==> src/design/sm83_cfg.svh <==
`ifndef SM83_CFG_SVH
`define SM83_CFG_SVH

// Bus and sequencer widths
`define SM83_DATA_W   8
`define SM83_ADDR_W   16
`define SM83_STEP_W   3

// Stack pointer value out of reset
`define SM83_SP_RESET 16'hFFFF

`endif

==> src/design/sm83_pkg.sv <==
package sm83_pkg;

    // Opcode byte, matched against the wildcard patterns below with casez
    typedef logic [7:0] opcode_t;

    localparam opcode_t OP_NOP      = 8'b0000_0000;
    localparam opcode_t OP_LD_RR_NN = 8'b00??_0001;
    localparam opcode_t OP_INCDEC_R = 8'b00??_?10?;
    localparam opcode_t OP_LD_R_N   = 8'b00??_?110;
    localparam opcode_t OP_LD_HL_R  = 8'b0111_0???;
    localparam opcode_t OP_LD_R_HL  = 8'b01??_?110;
    localparam opcode_t OP_LD_R_R   = 8'b01??_????;
    localparam opcode_t OP_ALU_A_HL = 8'b10??_?110;
    localparam opcode_t OP_ALU_A_R  = 8'b10??_????;
    localparam opcode_t OP_ALU_A_N  = 8'b11??_?110;
    localparam opcode_t OP_JP_NN    = 8'b1100_0011;
    localparam opcode_t OP_LD_NN_A  = 8'b1110_1010;
    localparam opcode_t OP_LD_A_NN  = 8'b1111_1010;

    // Same order as opcode bits 5:3
    typedef enum logic [2:0] {
        ALU_ADD, ALU_ADC, ALU_SUB, ALU_SBC,
        ALU_AND, ALU_XOR, ALU_OR,  ALU_CP
    } alu_op_t;

    typedef struct packed {
        logic z;
        logic n;
        logic h;
        logic c;
    } flags_t;

    typedef enum logic [3:0] {
        R8_NONE = 4'd0,
        R8_Z, R8_W,
        R8_B, R8_C, R8_D, R8_E, R8_H, R8_L,
        R8_SPH, R8_SPL,
        R8_PCH, R8_PCL,
        R8_A,
        R8_MEM = 4'd15          // External memory, not a register
    } reg8_t;

    typedef enum logic [2:0] {
        R16_WZ, R16_BC, R16_DE, R16_HL, R16_SP, R16_PC
    } reg16_t;

    typedef enum logic {ACC_A, ACC_DB} acc_sel_t;

    typedef enum logic {ARG_DB, ARG_ONE} arg_sel_t;

    typedef enum logic {R_WB_DB, R_WB_ALU} r_wb_t;

    typedef enum logic [1:0] {
        RR_WB_NONE, RR_WB_IDU, RR_WB_WZ
    } rr_wb_t;

endpackage

==> src/design/ctrl_if.sv <==
`timescale 1ns/1ps

interface ctrl_if;
    import sm83_pkg::*;

    logic     done;         // Last step, fetch next opcode
    reg16_t   s_ab;         // Address bus source pair
    reg8_t    s_db;         // Data bus source
    reg8_t    t_db;         // 8-bit writeback target
    r_wb_t    s_r_wb;
    alu_op_t  alu_op;
    acc_sel_t s_acc;
    arg_sel_t s_arg;
    logic     idu_dec;      // Decrement instead of increment
    rr_wb_t   s_rr_wb;
    reg16_t   t_rr_wb;
    logic     wr_pc;        // PC takes the IDU result

    modport decoder (
        output done, s_ab, s_db, t_db, s_r_wb, alu_op,
               s_acc, s_arg, idu_dec, s_rr_wb, t_rr_wb, wr_pc
    );

    modport datapath (
        input done, s_ab, s_db, t_db, s_r_wb, alu_op,
              s_acc, s_arg, idu_dec, s_rr_wb, t_rr_wb, wr_pc
    );

endinterface

==> src/design/step_sequencer.sv <==
`timescale 1ns/1ps
`include "sm83_cfg.svh"

module step_sequencer (
    input  logic                    clk,
    input  logic                    rst,
    input  logic                    done,
    input  logic [`SM83_DATA_W-1:0] d_bus,
    output sm83_pkg::opcode_t       ir,
    output logic [`SM83_STEP_W-1:0] step
);
    import sm83_pkg::*;

    // The done step also fetches, so the next opcode is latched on the same edge
    always_ff @(posedge clk) begin
        if (!rst) begin
            ir   <= OP_NOP;         // NOP step 0 fetches address 0
            step <= '0;
        end else if (done) begin
            ir   <= opcode_t'(d_bus);
            step <= '0;
        end else begin
            step <= step + 1'b1;
        end
    end

    // Decoder must end every kept instruction within four steps
    a_step_range: assert property (@(posedge clk) disable iff (!rst) step <= 3)
        else $error("step counter ran past 3, ir=%h", ir);

endmodule

==> src/design/micro_decoder.sv <==
`timescale 1ns/1ps
`include "sm83_cfg.svh"

module micro_decoder (
    input  sm83_pkg::opcode_t       ir,
    input  logic [`SM83_STEP_W-1:0] step,
    ctrl_if.decoder                 ctrl
);
    import sm83_pkg::*;

    localparam logic [`SM83_STEP_W-1:0] S0    = 0;
    localparam logic [`SM83_STEP_W-1:0] S1    = 1;
    localparam logic [`SM83_STEP_W-1:0] S2    = 2;
    localparam logic [`SM83_STEP_W-1:0] S_ANY = 'z;

    // (HL) forms that alias kept patterns but are not implemented
    localparam opcode_t OP_HALT      = 8'b0111_0110;
    localparam opcode_t OP_LD_HL_N   = 8'b0011_0110;
    localparam opcode_t OP_INCDEC_HL = 8'b0011_010?;

    reg8_t  r8_dst;
    reg8_t  r8_src;
    reg8_t  alu_tgt;
    reg16_t r16;

    function automatic reg8_t r8_idx(input logic [2:0] f);
        case (f)
            3'd0:    return R8_B;
            3'd1:    return R8_C;
            3'd2:    return R8_D;
            3'd3:    return R8_E;
            3'd4:    return R8_H;
            3'd5:    return R8_L;
            3'd6:    return R8_MEM;
            default: return R8_A;
        endcase
    endfunction

    always_comb begin
        r8_dst  = r8_idx(ir[5:3]);
        r8_src  = r8_idx(ir[2:0]);
        alu_tgt = (ir[5:3] == 3'd7) ? R8_NONE : R8_A;   // CP drops its result
        case (ir[5:4])
            2'd0:    r16 = R16_BC;
            2'd1:    r16 = R16_DE;
            2'd2:    r16 = R16_HL;
            default: r16 = R16_SP;
        endcase
    end

    always_comb begin
        // Idle step, nothing written
        ctrl.done    = 1'b0;
        ctrl.s_ab    = R16_PC;
        ctrl.s_db    = R8_NONE;
        ctrl.t_db    = R8_NONE;
        ctrl.s_r_wb  = R_WB_DB;
        ctrl.alu_op  = alu_op_t'(ir[5:3]);
        ctrl.s_acc   = ACC_A;
        ctrl.s_arg   = ARG_DB;
        ctrl.idu_dec = 1'b0;
        ctrl.s_rr_wb = RR_WB_NONE;
        ctrl.t_rr_wb = R16_WZ;
        ctrl.wr_pc   = 1'b0;

        casez ({ir, step})
            {OP_HALT, S_ANY}, {OP_LD_HL_N, S_ANY}, {OP_INCDEC_HL, S_ANY}: begin
                ctrl.done  = 1'b1;          // Skip as a NOP
                ctrl.wr_pc = 1'b1;
            end
            {OP_LD_RR_NN, S0}, {OP_JP_NN, S0}, {OP_LD_NN_A, S0},
            {OP_LD_A_NN, S0}, {OP_LD_R_N, S0}, {OP_ALU_A_N, S0}: begin
                ctrl.wr_pc = 1'b1;          // Z <- [PC]
                ctrl.s_db  = R8_MEM;
                ctrl.t_db  = R8_Z;
            end
            {OP_LD_RR_NN, S1}, {OP_JP_NN, S1}, {OP_LD_NN_A, S1}, {OP_LD_A_NN, S1}: begin
                ctrl.wr_pc = 1'b1;          // W <- [PC]
                ctrl.s_db  = R8_MEM;
                ctrl.t_db  = R8_W;
            end
            {OP_LD_RR_NN, S2}: begin
                ctrl.done    = 1'b1;
                ctrl.wr_pc   = 1'b1;
                ctrl.s_rr_wb = RR_WB_WZ;
                ctrl.t_rr_wb = r16;
            end
            {OP_JP_NN, S2}: begin
                ctrl.s_ab    = R16_WZ;
                ctrl.s_rr_wb = RR_WB_WZ;    // Next step fetches at the target
                ctrl.t_rr_wb = R16_PC;
            end
            {OP_LD_NN_A, S2}: begin
                ctrl.s_ab = R16_WZ;
                ctrl.s_db = R8_A;
                ctrl.t_db = R8_MEM;
            end
            {OP_LD_A_NN, S2}: begin
                ctrl.s_ab = R16_WZ;
                ctrl.s_db = R8_MEM;
                ctrl.t_db = R8_A;
            end
            {OP_INCDEC_R, S0}: begin
                ctrl.done   = 1'b1;
                ctrl.wr_pc  = 1'b1;
                ctrl.s_db   = r8_dst;
                ctrl.t_db   = r8_dst;
                ctrl.s_acc  = ACC_DB;
                ctrl.s_arg  = ARG_ONE;
                ctrl.s_r_wb = R_WB_ALU;
                ctrl.alu_op = ir[0] ? ALU_SUB : ALU_ADD;
            end
            {OP_LD_HL_R, S0}: begin
                ctrl.s_ab = R16_HL;
                ctrl.s_db = r8_src;
                ctrl.t_db = R8_MEM;
            end
            {OP_LD_R_HL, S0}, {OP_ALU_A_HL, S0}: begin
                ctrl.s_ab = R16_HL;         // Z <- [HL]
                ctrl.s_db = R8_MEM;
                ctrl.t_db = R8_Z;
            end
            {OP_LD_R_N, S1}, {OP_LD_R_HL, S1}: begin
                ctrl.done  = 1'b1;
                ctrl.wr_pc = 1'b1;
                ctrl.s_db  = R8_Z;
                ctrl.t_db  = r8_dst;
            end
            {OP_LD_R_R, S0}: begin
                ctrl.done  = 1'b1;
                ctrl.wr_pc = 1'b1;
                ctrl.s_db  = r8_src;
                ctrl.t_db  = r8_dst;
            end
            {OP_ALU_A_HL, S1}, {OP_ALU_A_N, S1}: begin
                ctrl.done   = 1'b1;
                ctrl.wr_pc  = 1'b1;
                ctrl.s_db   = R8_Z;
                ctrl.t_db   = alu_tgt;
                ctrl.s_r_wb = R_WB_ALU;
            end
            {OP_ALU_A_R, S0}: begin
                ctrl.done   = 1'b1;
                ctrl.wr_pc  = 1'b1;
                ctrl.s_db   = r8_src;
                ctrl.t_db   = alu_tgt;
                ctrl.s_r_wb = R_WB_ALU;
            end
            default: begin
                // NOP, final fetch steps and unknown bytes
                ctrl.done  = 1'b1;
                ctrl.wr_pc = 1'b1;
            end
        endcase
    end

endmodule

==> src/design/alu.sv <==
`timescale 1ns/1ps
`include "sm83_cfg.svh"

module alu (
    input  sm83_pkg::alu_op_t       op,
    input  logic [`SM83_DATA_W-1:0] acc,
    input  logic [`SM83_DATA_W-1:0] arg,
    input  logic                    c_in,
    output logic [`SM83_DATA_W-1:0] res,
    output sm83_pkg::flags_t        f_out
);
    import sm83_pkg::*;

    localparam int NW = `SM83_DATA_W / 2;

    logic [`SM83_DATA_W-1:0] addend;
    logic [NW-1:0]           sum_lo;
    logic [NW-1:0]           sum_hi;
    logic                    sub;
    logic                    logic_op;
    logic                    carry;
    logic                    half;
    logic                    c_out;

    always_comb begin
        sub      = op inside {ALU_SUB, ALU_SBC, ALU_CP};
        logic_op = op inside {ALU_AND, ALU_XOR, ALU_OR};
        addend   = sub ? ~arg : arg;     // a - b as a + ~b + 1
        case (op)
            ALU_ADC, ALU_SBC: carry = c_in;
            ALU_SUB, ALU_CP:  carry = 1'b1;
            default:          carry = 1'b0;
        endcase

        // Two nibble adders, half carry falls out of the low one
        {half, sum_lo}  = acc[NW-1:0] + addend[NW-1:0] + carry;
        {c_out, sum_hi} = acc[`SM83_DATA_W-1:NW] + addend[`SM83_DATA_W-1:NW] + half;

        case (op)
            ALU_AND: res = acc & arg;
            ALU_XOR: res = acc ^ arg;
            ALU_OR:  res = acc | arg;
            default: res = {sum_hi, sum_lo};
        endcase

        // C is the raw adder carry, so a subtract sets it when nothing is borrowed
        if (logic_op) f_out = {res == '0, 3'b000};
        else          f_out = {res == '0, sub, half, c_out};
    end

endmodule

==> src/design/datapath.sv <==
`timescale 1ns/1ps
`include "sm83_cfg.svh"

module datapath (
    input  logic                    clk,
    input  logic                    rst,
    ctrl_if.datapath                ctrl,
    input  logic [`SM83_DATA_W-1:0] d_in,
    output logic [`SM83_ADDR_W-1:0] addr,
    output logic [`SM83_DATA_W-1:0] d_out,
    output logic                    write,
    output logic [`SM83_DATA_W-1:0] d_bus
);
    import sm83_pkg::*;

    localparam int RF_LO = int'(R8_Z);
    localparam int RF_HI = int'(R8_A);

    logic [`SM83_DATA_W-1:0] rf [RF_LO:RF_HI];
    flags_t                  flags;

    logic [`SM83_DATA_W-1:0] db;            // Internal data bus
    logic [`SM83_DATA_W-1:0] acc;
    logic [`SM83_DATA_W-1:0] arg;
    logic [`SM83_DATA_W-1:0] alu_res;
    logic [`SM83_DATA_W-1:0] r_wb;
    logic [`SM83_ADDR_W-1:0] idu_res;
    logic [`SM83_ADDR_W-1:0] rr_wb;
    flags_t                  alu_f;

    always_comb begin
        case (ctrl.s_db)
            R8_MEM:  db = d_in;
            R8_NONE: db = '0;
            default: db = rf[ctrl.s_db];
        endcase

        case (ctrl.s_ab)
            R16_WZ:  addr = {rf[R8_W], rf[R8_Z]};
            R16_BC:  addr = {rf[R8_B], rf[R8_C]};
            R16_DE:  addr = {rf[R8_D], rf[R8_E]};
            R16_HL:  addr = {rf[R8_H], rf[R8_L]};
            R16_SP:  addr = {rf[R8_SPH], rf[R8_SPL]};
            default: addr = {rf[R8_PCH], rf[R8_PCL]};
        endcase

        case (ctrl.s_rr_wb)
            RR_WB_IDU: rr_wb = idu_res;
            RR_WB_WZ:  rr_wb = {rf[R8_W], rf[R8_Z]};
            default:   rr_wb = '0;
        endcase
    end

    // Increment/decrement unit works on whatever the address bus shows
    assign idu_res = ctrl.idu_dec ? addr - 1'b1 : addr + 1'b1;

    assign acc  = (ctrl.s_acc == ACC_DB) ? db : rf[R8_A];
    assign arg  = (ctrl.s_arg == ARG_ONE) ? `SM83_DATA_W'(1) : db;
    assign r_wb = (ctrl.s_r_wb == R_WB_ALU) ? alu_res : db;

    alu u_alu (
        .op    (ctrl.alu_op),
        .acc   (acc),
        .arg   (arg),
        .c_in  (flags.c),
        .res   (alu_res),
        .f_out (alu_f)
    );

    always_ff @(posedge clk) begin
        if (!rst) begin
            for (int k = RF_LO; k <= RF_HI; k++) begin
                rf[k] <= '0;
            end
            {rf[R8_SPH], rf[R8_SPL]} <= `SM83_SP_RESET;
            flags <= '0;
        end else begin
            if (ctrl.wr_pc)
                {rf[R8_PCH], rf[R8_PCL]} <= idu_res;
            if (ctrl.s_rr_wb != RR_WB_NONE) begin
                case (ctrl.t_rr_wb)
                    R16_WZ:  {rf[R8_W], rf[R8_Z]} <= rr_wb;
                    R16_BC:  {rf[R8_B], rf[R8_C]} <= rr_wb;
                    R16_DE:  {rf[R8_D], rf[R8_E]} <= rr_wb;
                    R16_HL:  {rf[R8_H], rf[R8_L]} <= rr_wb;
                    R16_SP:  {rf[R8_SPH], rf[R8_SPL]} <= rr_wb;
                    default: {rf[R8_PCH], rf[R8_PCL]} <= rr_wb;
                endcase
            end
            if (ctrl.t_db != R8_NONE && ctrl.t_db != R8_MEM)
                rf[ctrl.t_db] <= r_wb;
            if (ctrl.s_r_wb == R_WB_ALU)
                flags <= alu_f;     // Loads leave flags alone
        end
    end

    assign d_out = db;
    assign write = (ctrl.t_db == R8_MEM);
    assign d_bus = d_in;            // Opcode byte read at the fetch address

    // A step never reads and writes memory at once
    a_no_mem_to_mem: assert property (
        @(posedge clk) disable iff (!rst) !(write && ctrl.s_db == R8_MEM))
        else $error("write with memory as data source, addr=%h", addr);

endmodule

==> src/design/sm83_core.sv <==
`timescale 1ns/1ps
`include "sm83_cfg.svh"

module sm83_core (
    input  logic                    clk,
    input  logic                    rst,
    output logic [`SM83_ADDR_W-1:0] addr,
    input  logic [`SM83_DATA_W-1:0] d_in,
    output logic [`SM83_DATA_W-1:0] d_out,
    output logic                    write
);
    import sm83_pkg::*;

    opcode_t                 ir;
    logic [`SM83_STEP_W-1:0] step;
    logic [`SM83_DATA_W-1:0] d_bus;

    ctrl_if u_ctrl ();

    step_sequencer u_seq (
        .clk   (clk),
        .rst   (rst),
        .done  (u_ctrl.done),
        .d_bus (d_bus),
        .ir    (ir),
        .step  (step)
    );

    micro_decoder u_dec (
        .ir   (ir),
        .step (step),
        .ctrl (u_ctrl.decoder)
    );

    datapath u_dp (
        .clk   (clk),
        .rst   (rst),
        .ctrl  (u_ctrl.datapath),
        .d_in  (d_in),
        .addr  (addr),
        .d_out (d_out),
        .write (write),
        .d_bus (d_bus)
    );

endmodule

==> config.mk <==
export PLATFORM = sky130hd
export DESIGN_NAME = sm83_core
export DESIGN_NICKNAME = d
export VERILOG_FILES = /design/src/design/sm83_pkg.sv /design/src/design/ctrl_if.sv /design/src/design/step_sequencer.sv /design/src/design/micro_decoder.sv /design/src/design/alu.sv /design/src/design/datapath.sv /design/src/design/sm83_core.sv
export VERILOG_INCLUDE_DIRS = /design/src /design/src/design
export SDC_FILE = /design/constraint.sdc
export NUM_CORES = 1
export LEC_CHECK = 0
export BUFFER_PORTS_ARGS = -buffer_cell sky130_fd_sc_hd__clkbuf_2
export CAP_MARGIN = 20
export CORE_MARGIN = 4
export CORE_UTILIZATION = 50
export CTS_BUF_LIST = sky130_fd_sc_hd__clkbuf_16
export DETAILED_ROUTE_END_ITERATION = 8
export PLACE_DENSITY = 0.66
export SLEW_MARGIN = 20
export SYNTH_ARGS = -nofsm -noshare
export SYNTH_HDL_FRONTEND = slang
export SYNTH_SLANG_ARGS = --single-unit
==> constraint.sdc <==
create_clock -name clk -period 17.4 [get_ports clk]
set_input_delay 0 -clock clk [delete_from_list [all_inputs] [get_ports clk]]
set_output_delay 0 -clock clk [all_outputs]
set_load 0.1 [all_outputs]
Word-level counts from Yosys, hierarchy flattened
Cells that the tools add are included.
W data, S select, Z words.
{"block": "op_classes", "muxes": 59, "addsub": 6, "n_reduce_logical": 34, "n_bitwise": 7, "order_cmp": 3, "n_eq_ne": 62}
{"op": "$mux W96", "n": 2}
{"op": "$mux W16", "n": 7}
{"op": "$bwmux W104", "n": 1}
{"op": "$mux W104", "n": 1}
{"op": "$eq A11 B11 Y1 const B", "n": 9}
{"op": "$pmux W16 S5", "n": 1}
{"op": "$mux W8", "n": 7}
{"op": "$pmux W4 S7", "n": 2}
{"op": "$eq A3 B3 Y1 const B", "n": 13}
{"op": "$bmux W8 S4", "n": 1}
{"op": "$demux W8 S4", "n": 1}
{"op": "$eq A8 B7 Y1 const B", "n": 4}
{"op": "$eq A8 B8 Y1 const B", "n": 4}
{"op": "$pmux W16 S2", "n": 1}
{"op": "$pmux W4 S2", "n": 4}
{"op": "$eq A3 B2 Y1 const B", "n": 10}
{"op": "$eq A9 B4 Y1 const B", "n": 3}
{"op": "$eq A8 B6 Y1 const B", "n": 3}
{"op": "$pmux W4 S6", "n": 1}
{"op": "$pmux W8 S3", "n": 1}
{"op": "$pmux W4 S5", "n": 1}
{"op": "$reduce_or A2 Y1", "n": 10}
{"op": "$pmux W3 S3", "n": 2}
{"op": "$add A16 B1 Y16 const B", "n": 1}
{"op": "41 further kinds", "n": 81}
{"block": "totals", "inputBits": 10, "ff_bits": 116, "wordCells": 187}

Depth between registers and ports, before layout
Gate-level depths: netlist (run 1).
{"block": "logic_depth", "depth_word": 21, "mapped_depth": 30}

Cells and area by module
Synthesis (run 1) repeated with hierarchy kept, for this count alone.
{"block": "hier_totals", "cells_unflattened": 1330, "hier_area_um2": 10531.4}
{"mod": "datapath", "seq_area_each_um2": 2102.0, "cells_per_inst": 1031, "instances": 1, "area_each_um2": 8179.1}
{"mod": "alu", "seq_area_each_um2": 0.0, "cells_per_inst": 125, "instances": 1, "area_each_um2": 982.2}
{"mod": "micro_decoder", "seq_area_each_um2": 0.0, "cells_per_inst": 139, "instances": 1, "area_each_um2": 958.4}
{"mod": "step_sequencer", "seq_area_each_um2": 220.2, "cells_per_inst": 35, "instances": 1, "area_each_um2": 411.6}

Worst setup path after synthesis (run 1)
OpenSTA, ideal clock, no wires.
{"block": "synth_timing", "path_type": "reg2reg", "start": "register u_seq.step[0]", "end": "register u_dp.rf[47] (netlist name)", "setup_time_ns": 0.121, "path_buffers": 3, "t_arrival_ns": 6.947, "path_stages_with_launch": 27, "slack_ns": 10.332, "path_cell_list": "dfxtp_1 -> inv_1 -> ha_1 -> nor2b_1 -> buf_2 -> nand2_1 -> o21ai_1 -> or4_4 -> buf_6 -> o211ai_2 -> buf_4 -> a21oi_1 -> o311ai_2 -> and2_4 -> xor2_1 -> fa_1 -> a21o_1 -> a21o_1 -> fa_1 -> a21o_1 -> a21oi_1 -> xor2_1 -> nor2_1 -> a211oi_1 -> a21oi_1 -> o221a_1 -> mux2_2"}
{"block": "synth_between", "elab_chain_cells": 21, "elab_cells_between_ends": 118, "cone_classes": "add/sub (5); order compare (2); eq/ne (40); mux (42); bitwise (6); reduce/logical (23)"}
{"item": "from (decl)", "line_no": "step_sequencer.sv:10", "source": "output logic [`SM83_STEP_W-1:0] step"}
{"item": "from (signal assigned)", "line_no": "step_sequencer.sv:23", "source": "step <= step + 1'b1;"}
{"item": "$eq A8 B8 Y1 (tied with other cells)", "line_no": "micro_decoder.sv:66", "source": "casez ({ir, step})"}
{"item": "$reduce_or A2 Y1"}
{"item": "$pmux W4 S2 (2 in a row)", "line_no": "micro_decoder.sv:66"}
{"item": "$pmux W4 S5 (*)", "line_no": "micro_decoder.sv:66"}
{"item": "$mux W4 (*)", "line_no": "micro_decoder.sv:66"}
{"item": "$not A4 Y5 (not written as such)", "line_no": "datapath.sv:35", "source": "default: db = rf[ctrl.s_db];"}
{"item": "$bmux W8 S4", "line_no": "datapath.sv:35"}
{"item": "$mux W8 (not written as such) (2 in a row)", "line_no": "datapath.sv:35"}
{"item": "[1 not listed]"}
{"item": "net d_out[1]", "line_no": "sm83_core.sv:9", "source": "output logic [`SM83_DATA_W-1:0] d_out,"}
{"item": "[2 not listed]"}
{"item": "$mux W8", "line_no": "alu.sv:28", "source": "addend = sub ? ~arg : arg;"}
{"item": "$add A4 B4 Y5 (*)", "line_no": "alu.sv:36", "source": "{half, sum_lo} = acc[NW-1:0] + addend[NW-1:0] + carry;"}
{"item": "$add A5 B1 Y5 (*)", "line_no": "alu.sv:36"}
{"item": "$add A5 B1 Y5 (*)", "line_no": "alu.sv:37", "source": "{c_out, sum_hi} = acc[`SM83_DATA_W-1:NW] + addend[`SM83_DATA_W-1:NW] + half;"}
{"item": "$pmux W8 S3 (*)", "line_no": "alu.sv:39", "source": "case (op)"}
{"item": "$mux W8 (*)", "line_no": "datapath.sv:59", "source": "assign r_wb = (ctrl.s_r_wb == R_WB_ALU) ? alu_res : db;"}
{"item": "$bwmux W104 (*)", "line_no": "datapath.sv:91", "source": "rf[ctrl.t_db] <= r_wb;"}
{"item": "$mux W104 (*)", "line_no": "datapath.sv:90", "source": "if (ctrl.t_db != R8_NONE && ctrl.t_db != R8_MEM)"}
{"item": "to (signal, indexed assignment)", "line_no": "datapath.sv:86", "source": "R16_SP: {rf[R8_SPH], rf[R8_SPL]} <= rr_wb;"}
{"item": "to (signal, indexed assignment)", "line_no": "datapath.sv:87", "source": "default: {rf[R8_PCH], rf[R8_PCL]} <= rr_wb;"}
{"item": "to (signal, indexed assignment)", "line_no": "datapath.sv:91"}
{"item": "to (decl)", "line_no": "datapath.sv:19", "source": "logic [`SM83_DATA_W-1:0] rf [RF_LO:RF_HI];"}
The timed path passes the listed nets; every way through them passes the cells marked *. The select of a mux whose other input is x is not followed.
A chain may end at the register's enable or synchronous reset.

Worst setup path after layout (run 1)
{"block": "layout_timing", "start": "register u_seq.ir[4]", "end": "register u_dp.rf[55] (netlist name)"}
{"block": "layout_between", "elab_chain_cells": 19, "elab_cells_between_ends": 110, "cone_classes": "add/sub (5); order compare (2); eq/ne (38); mux (39); bitwise (6); reduce/logical (20)"}
{"item": "from (decl)", "line_no": "step_sequencer.sv:9", "source": "output sm83_pkg::opcode_t ir,"}
{"item": "from (signal assigned)", "line_no": "step_sequencer.sv:20", "source": "ir <= opcode_t'(d_bus);"}
{"item": "$eq A11 B11 Y1 (tied with other cells)", "line_no": "micro_decoder.sv:66"}
{"item": "$reduce_or A11 Y1 (no source line) (tied with other cells)"}
{"item": "$pmux W4 S5", "line_no": "micro_decoder.sv:66"}
{"item": "$mux W4", "line_no": "micro_decoder.sv:66"}
{"item": "$not A4 Y5 (not written as such)", "line_no": "datapath.sv:35"}
{"item": "$bmux W8 S4", "line_no": "datapath.sv:35"}
{"item": "$mux W8 (not written as such) (2 in a row)", "line_no": "datapath.sv:35"}
{"item": "$pmux W8 S2", "line_no": "datapath.sv:32", "source": "case (ctrl.s_db)"}
{"item": "[2 not listed]"}
{"item": "$mux W8", "line_no": "alu.sv:28"}
{"item": "$add A4 B4 Y5", "line_no": "alu.sv:36"}
{"item": "$add A5 B1 Y5", "line_no": "alu.sv:36"}
{"item": "$add A5 B1 Y5", "line_no": "alu.sv:37"}
{"item": "$pmux W8 S3", "line_no": "alu.sv:39"}
{"item": "$mux W8", "line_no": "datapath.sv:59"}
{"item": "$bwmux W104", "line_no": "datapath.sv:91"}
{"item": "$mux W104 (*)", "line_no": "datapath.sv:90"}
Mark *: on every way between the ends. The rest lies on a longest branch, timed or not. The select of a mux whose other input is x is not followed.

==> reports/results.ini, run 1 <==
[run_status]
outcome=finished clean

[grt]
met3_usage=0.0452
antenna_found_initial=0
grt_pass1_wl_um=41500
grt_pass1_vias=7193
grt_max_degree=51
use_met1=0.410
overflow=0
busiest_layer=met2
use_met2=0.435
track_usage=0.285

[placement]
dp_cells=1216
port_buffers=34
dp_hpwl_um=19400
placed_area_um2=8500
gp_congestion=0.960
dp_slack_ps=10160

[timing]
maxSlewHeadroom=0.313
min_period_ps=7410
fin_skew_ps=11.4
max_freq_mhz=135
setup_viol=0
finalHoldViolCount=0
final.setup.tns_ps=0
fin_ws_ps=9990
rsz0062_at_grt=false
drv_slew=0
tightest_slew_ps=1030
finalCritPeriodShare=0.426

[clock_network]
htree_levels=3
cts_sinks=105
cts_max_path_buffers=2
cts_setup_buffers=0
insertion_delay_ps=370
root_buffer=clkbuf_16
tritoncts=built
cts_buffers=9
clkSlewWorstSetupHoldPaths_ps=80

[hold_path]
min_to=u_dp.rf[25]
min_path_cells=3
min_from=rst
hold_class=in -> reg

[floorplan]
rows=46
io_pins=35
die_h_um=136
dieWidth_um=136
coreArea_um2=16000
dieArea_um2=18600
initial_core_util=0.516

[power_and_ir_drop]
p_per_area_nw_per_um2=140
peakVddDrop_v=0.0000957
power_leakage_nw=3.67

[layout]
final_area_um2=8880
fillers=1612
fin_cells=1241
n_antenna_cell=0
drive_above_1_share=0.165
finish.utilization=0.555
syn_to_final_growth_pct=7.58
nets=1064

[logic_synthesis]
ys_seq_elements=105
ys_types=102
async_flop_share=0
avgSynthCellArea_um2=8.07
synth_edf_count=0
synth_nets=1067
syn_inst=1023
ys.flop_type=dfxtp_1
syn_area_um2=8250
ys_seq_area_frac=0.255
yosys_warnings=0

[critical_path]
endpoint_kind=register
worstSetupPathType=reg -> reg
worst-path-max-fanout=16
r2r-start=u_seq.ir[4]
startpoint_type=register
cp_top_family=compound AO/OA/AOI/OAI gates
rr_worst_depth=25
cp.arrival_ps=7660
max_stage_delay_ps=770
crit_cells=25
r2r_slack_ps=9990
crit_buf_inv=2
slowest_stage=nor2_1
cp.required_ps=17650
r2r_end=u_dp.rf[55]

[route]
ant_nets=0
drc=0
vias_per_cell=6.44
drtIter0Drc=923
wl_per_cell_um=21.3
wirelength_um=26500
num_vias=7994
dr.pass1.iters=7

[flow_run]
max_cap_viol_count=0

[repair_timing]
item	in CTS	in global routing
resized for setup	0	0
endpoints found under the hold margin	8	0
hold buffers	8	0
[worst register-to-register path, delay by kind of cell, from the launching register on]
family	cells	cell delay [ps]
AO/OA/AOI/OAI	12	2980
XOR/XNOR	2	370
adder cells (fa/ha/maj)	4	1430
buffers and inverters	2	270
flip-flops	1	730
multiplexers	1	290
AND/OR/NAND/NOR	4	1200
[power by group]
group / switching, mW / internal [mW] / total (mW)
registers: 0.0501 / 0.273 / 0.323
clock network: 0.103 / 0.100 / 0.204
logic: 0.488 / 0.228 / 0.717
[cell usage after synthesis, drive strengths merged, types with 5 or more instances]
cell	n	share of area
a22oi	8	0.0073
mux2i	38	0.046
nand2b	11	0.010
nor3	19	0.012
o211ai	20	0.021
a21o	13	0.012
buf	28	0.021
nor2b	6	0.0045
nand3	44	0.027
nor4	9	0.0068
a31oi	8	0.0076
and2	18	0.014
o311ai	5	0.0062
clkbuf	47	0.021
nand2	108	0.050
inv	33	0.015
xnor2	20	0.021
ha	30	0.045
nand4	10	0.0076
nor2	70	0.032
dfxtp	105	0.25
o21ai	85	0.057
a21oi	89	0.056
o22ai	15	0.012
and3	11	0.0083
a221o	7	0.0085
a311oi	9	0.014
mux2	53	0.072
o221ai	5	0.0074
xor2	10	0.011
a211oi	13	0.012
[cell usage in the layout, fill, tap and decap left out, drive strengths merged, types with 13 or more instances in the layout]
master	n
nand2	108
dfxtp	105
a21oi	89
o21ai	85
nor2	70
mux2	53
nand3	44
clkbuf	43
mux2i	38
inv	36
ha	30
xnor2	20
o211ai	20
nor3	19
buf	19
and2	18
o22ai	15
a21o	13
a211oi	13
[cells by family (layout without fill, tap and decap cells)]
| family | count (synthesis) | count (layout) | share of synthesized area |
|---|---|---|---|
| buffers and inverters | 109 | 111 | 0.0575 |
| flip-flops | 105 | 105 | 0.255 |
| AND/OR/NAND/NOR | 329 | 329 | 0.199 |
| XOR/XNOR | 30 | 30 | 0.0318 |
| multiplexers | 91 | 91 | 0.118 |
| adder cells (fa/ha/maj) | 34 | 34 | 0.0552 |
| AO/OA/AOI/OAI | 325 | 325 | 0.283 |
[sequential cells by signal (all words and copies together), names as in the netlist]
| name | cells |
|---|---|
| u_seq.ir | 8 |
| u_seq.step | 3 |
| u_dp.rf | 93 |
| u_dp.flags | 1 |
[layer usage]
metal	part of all wire	vias to the layer above
met4	0.028	0
met5	0	-
li1	-	3767
met2	0.44	362
met1	0.45	3814
met3	0.077	51
[worst max-delay path by stage]
stage / end / start
2_1_floorplan: u_dp.rf[47] / u_seq.step[0]
3_3_place_gp: u_dp.rf[78] / u_seq.step[0]
3_5_place_dp: u_dp.rf[87] / u_seq.ir[4]
4_1_cts: u_dp.rf[55] / u_seq.ir[4]
5_1_grt: u_dp.rf[55] / u_seq.ir[0]
6_report: u_dp.rf[55] / u_seq.ir[4]
[stage by stage]
stage	total power [mW]	hold slack, ps
2_1_floorplan	0.871	140
4_1_cts	1.23	87.0
3_5_place_dp	1.03	280
6_report	1.24	97.9
5_1_grt	1.31	131
3_3_place_gp	1.03	274
[final cells by class]
type | instances | area [um^2] | area share
multi-input cells | 809 | 5690 | 0.641
flip-flops and latches | 105 | 2100 | 0.237
repair buffers | 61 | 397 | 0.0447
well taps | 216 | 270 | 0.0304
clock buffers | 9 | 225 | 0.0254
inverters | 34 | 128 | 0.0144
clock inverters | 7 | 65.1 | 0.00733
Power figures use the tool's default switching activity.
==> run 2: changes to the inputs <==
PLACE_DENSITY = 0.68   (was 0.66)
clock period = 6.01 ns   (was 17.4 ns; I/O delays follow)
==> run 2 against run 1 <==
Net effect: sequential share of layout area is 1.9 points lower; non-clock buffer count up 62; largest power group unchanged; fmax up 26%; critical path depth up 2; largest cell class unchanged.
==> reports/results.ini, run 2 (synthesized netlist as in run 1, its figures left out) <==
[critical_path]
max_stage_delay_ps=590  ; -180 ps
worst-path-max-fanout=9  ; -7
startpoint_type=register
cp.arrival_ps=6120  ; -1540 ps
slowest_stage=or4_4
endpoint_kind=register
cp_top_family=compound AO/OA/AOI/OAI gates
worstSetupPathType=reg -> reg
cp.required_ps=6260  ; -11390 ps
crit_buf_inv=4  ; +2

[route]
drtIter0Drc=1024  ; +11%
dr.pass1.iters=5  ; -2
ant_nets=0  ; unchanged
wl_per_cell_um=21.0  ; -1.3%
num_vias=8314  ; +4.0%
vias_per_cell=6.38  ; -0.95%
wirelength_um=27400  ; +3.6%
drc=0  ; unchanged

[floorplan]
dieArea_um2=18600  ; unchanged
rows=46  ; unchanged
die_h_um=136  ; unchanged
coreArea_um2=16000  ; unchanged
initial_core_util=0.516  ; unchanged
io_pins=35  ; unchanged
dieWidth_um=136  ; unchanged

[layout]
nets=1126  ; +5.8%
finish.utilization=0.606  ; +0.0511
final_area_um2=9700  ; +9.2%
reg_top3=u_dp.rf x93, u_seq.ir x8, u_seq.step x3
mostFrequentLayoutCell=nand2_1
drive_above_1_share=0.256  ; +0.0909
syn_to_final_growth_pct=17.5
largest_reg_flops=93  ; unchanged
n_antenna_cell=0  ; unchanged
final_cell_mix=103 x nand2_1, 97 x dfxtp_1, 86 x a21oi_1
top_register=u_dp.rf

[grt]
grt_pass1_vias=7571  ; +5.3%
grt_max_degree=88  ; +73%
track_usage=0.293  ; +0.00795
grt_pass1_wl_um=42900  ; +3.4%
antenna_found_initial=0  ; unchanged
overflow=0  ; unchanged

[flow_run]
max_cap_viol_count=0  ; unchanged

[clock_network]
root_buffer=clkbuf_16
cts_sinks=105  ; unchanged
cts_max_path_buffers=2  ; unchanged
clkSlewWorstSetupHoldPaths_ps=80  ; about the same
cts_buffers=9  ; unchanged
insertion_delay_ps=360  ; about the same
tritoncts=built
htree_levels=3  ; unchanged

[placement]
port_buffers=34  ; unchanged
dp_hpwl_um=19700  ; +1.4%
gp_congestion=1.00  ; +4.1%
placed_area_um2=8940  ; +5.2%

[timing]
fin_skew_ps=10.4  ; -0.968 ps
tightest_slew_ps=1070  ; +38.7 ps
rsz0062_at_grt=true
min_period_ps=5870  ; -1540 ps
final.setup.tns_ps=0  ; unchanged
max_freq_mhz=170  ; +26%
finalCritPeriodShare=0.976  ; +0.551
maxSlewHeadroom=0.289  ; -0.0239
setup_viol=0  ; unchanged
drv_slew=0  ; unchanged
finalHoldViolCount=0  ; unchanged
whs_ps=321  ; +223 ps

[power_and_ir_drop]
finalPower_mw=3.92  ; +210%
peakVddDrop_v=0.000281  ; +190%
p_per_area_nw_per_um2=404  ; +190%
power_leakage_nw=4.06  ; +11%

[run_status]
outcome=finished clean

[hold_path]
hold_class=in -> reg

[run 2: cell count changes in the layout (fill, tap and decap cells not counted), sizes merged]
cell | previous run | this run
buf | 19 | 81
bufinv | 0 | 1
clkinv | 4 | 3
clkinvlp | 1 | 0
inv | 36 | 37
[run 2: stage by stage]
step,worst slack [ps],std cells
after floorplan,-445,1023
after global placement,33.0,1259
after detailed placement,1.50,1259
after CTS,38.0,1283
after global routing,-101,1303
final,144,1303
[run 2: area by class of cell]
type	instances	area, um^2
fillers	1469	6300
flip-flops and latches	105	2110
multi-input cells	809	5990
inverters	34	128
clock buffers	9	225
clock inverters	7	87.6
well taps	216	270
repair buffers	123	881
[run 2: path summary, 6_finish.rpt]
check                                  from            end  slack (ps)  cells past startpoint
worst max-delay path            u_seq.ir[1]    u_dp.rf[47]         140                     27
worst min register to register  u_seq.ir[0]    u_seq.ir[0]         480                      2
worst max register to register  u_seq.ir[1]    u_dp.rf[47]         140                     27
worst min-delay path                    rst  u_seq.step[0]         320                      4
[run 2: worst min-delay path: stages]
cell	delay [ps]
clkbuf_2	80
buf_4	340
nand2_1	190
nor2_1	50
[run 2: power breakdown]
part,internal [mW],total (mW),switching [mW]
Sequential,0.793,0.912,0.119
Combinational,0.839,2.37,1.53
Clock,0.333,0.637,0.305
[run 2: metal layers]
metal / share of wire / wire (um) / vias to the layer above / GRT usage
met3: 0.075 / 2070 / 50 / 0.0459
met1: 0.44 / 12000 / 4008 / 0.417
met4: 0.025 / 679 / 0 / 0.0952
li1: - / - / 3890 / -
met2: 0.46 / 12600 / 366 / 0.454
met5: 0 / 0 / - / 0
[run 2: repair_timing]
| item | CTS | global route |
|---|---|---|
| endpoints found under the setup margin | 2 | 25 |
| setup buffers | 0 | 19 |
| resized for setup | 2 | 47 |
| cloned | 0 | 0 |
| hold buffers | 8 | 0 |
| endpoints found under the hold margin | 8 | 0 |
| pin swaps | 0 | 15 |
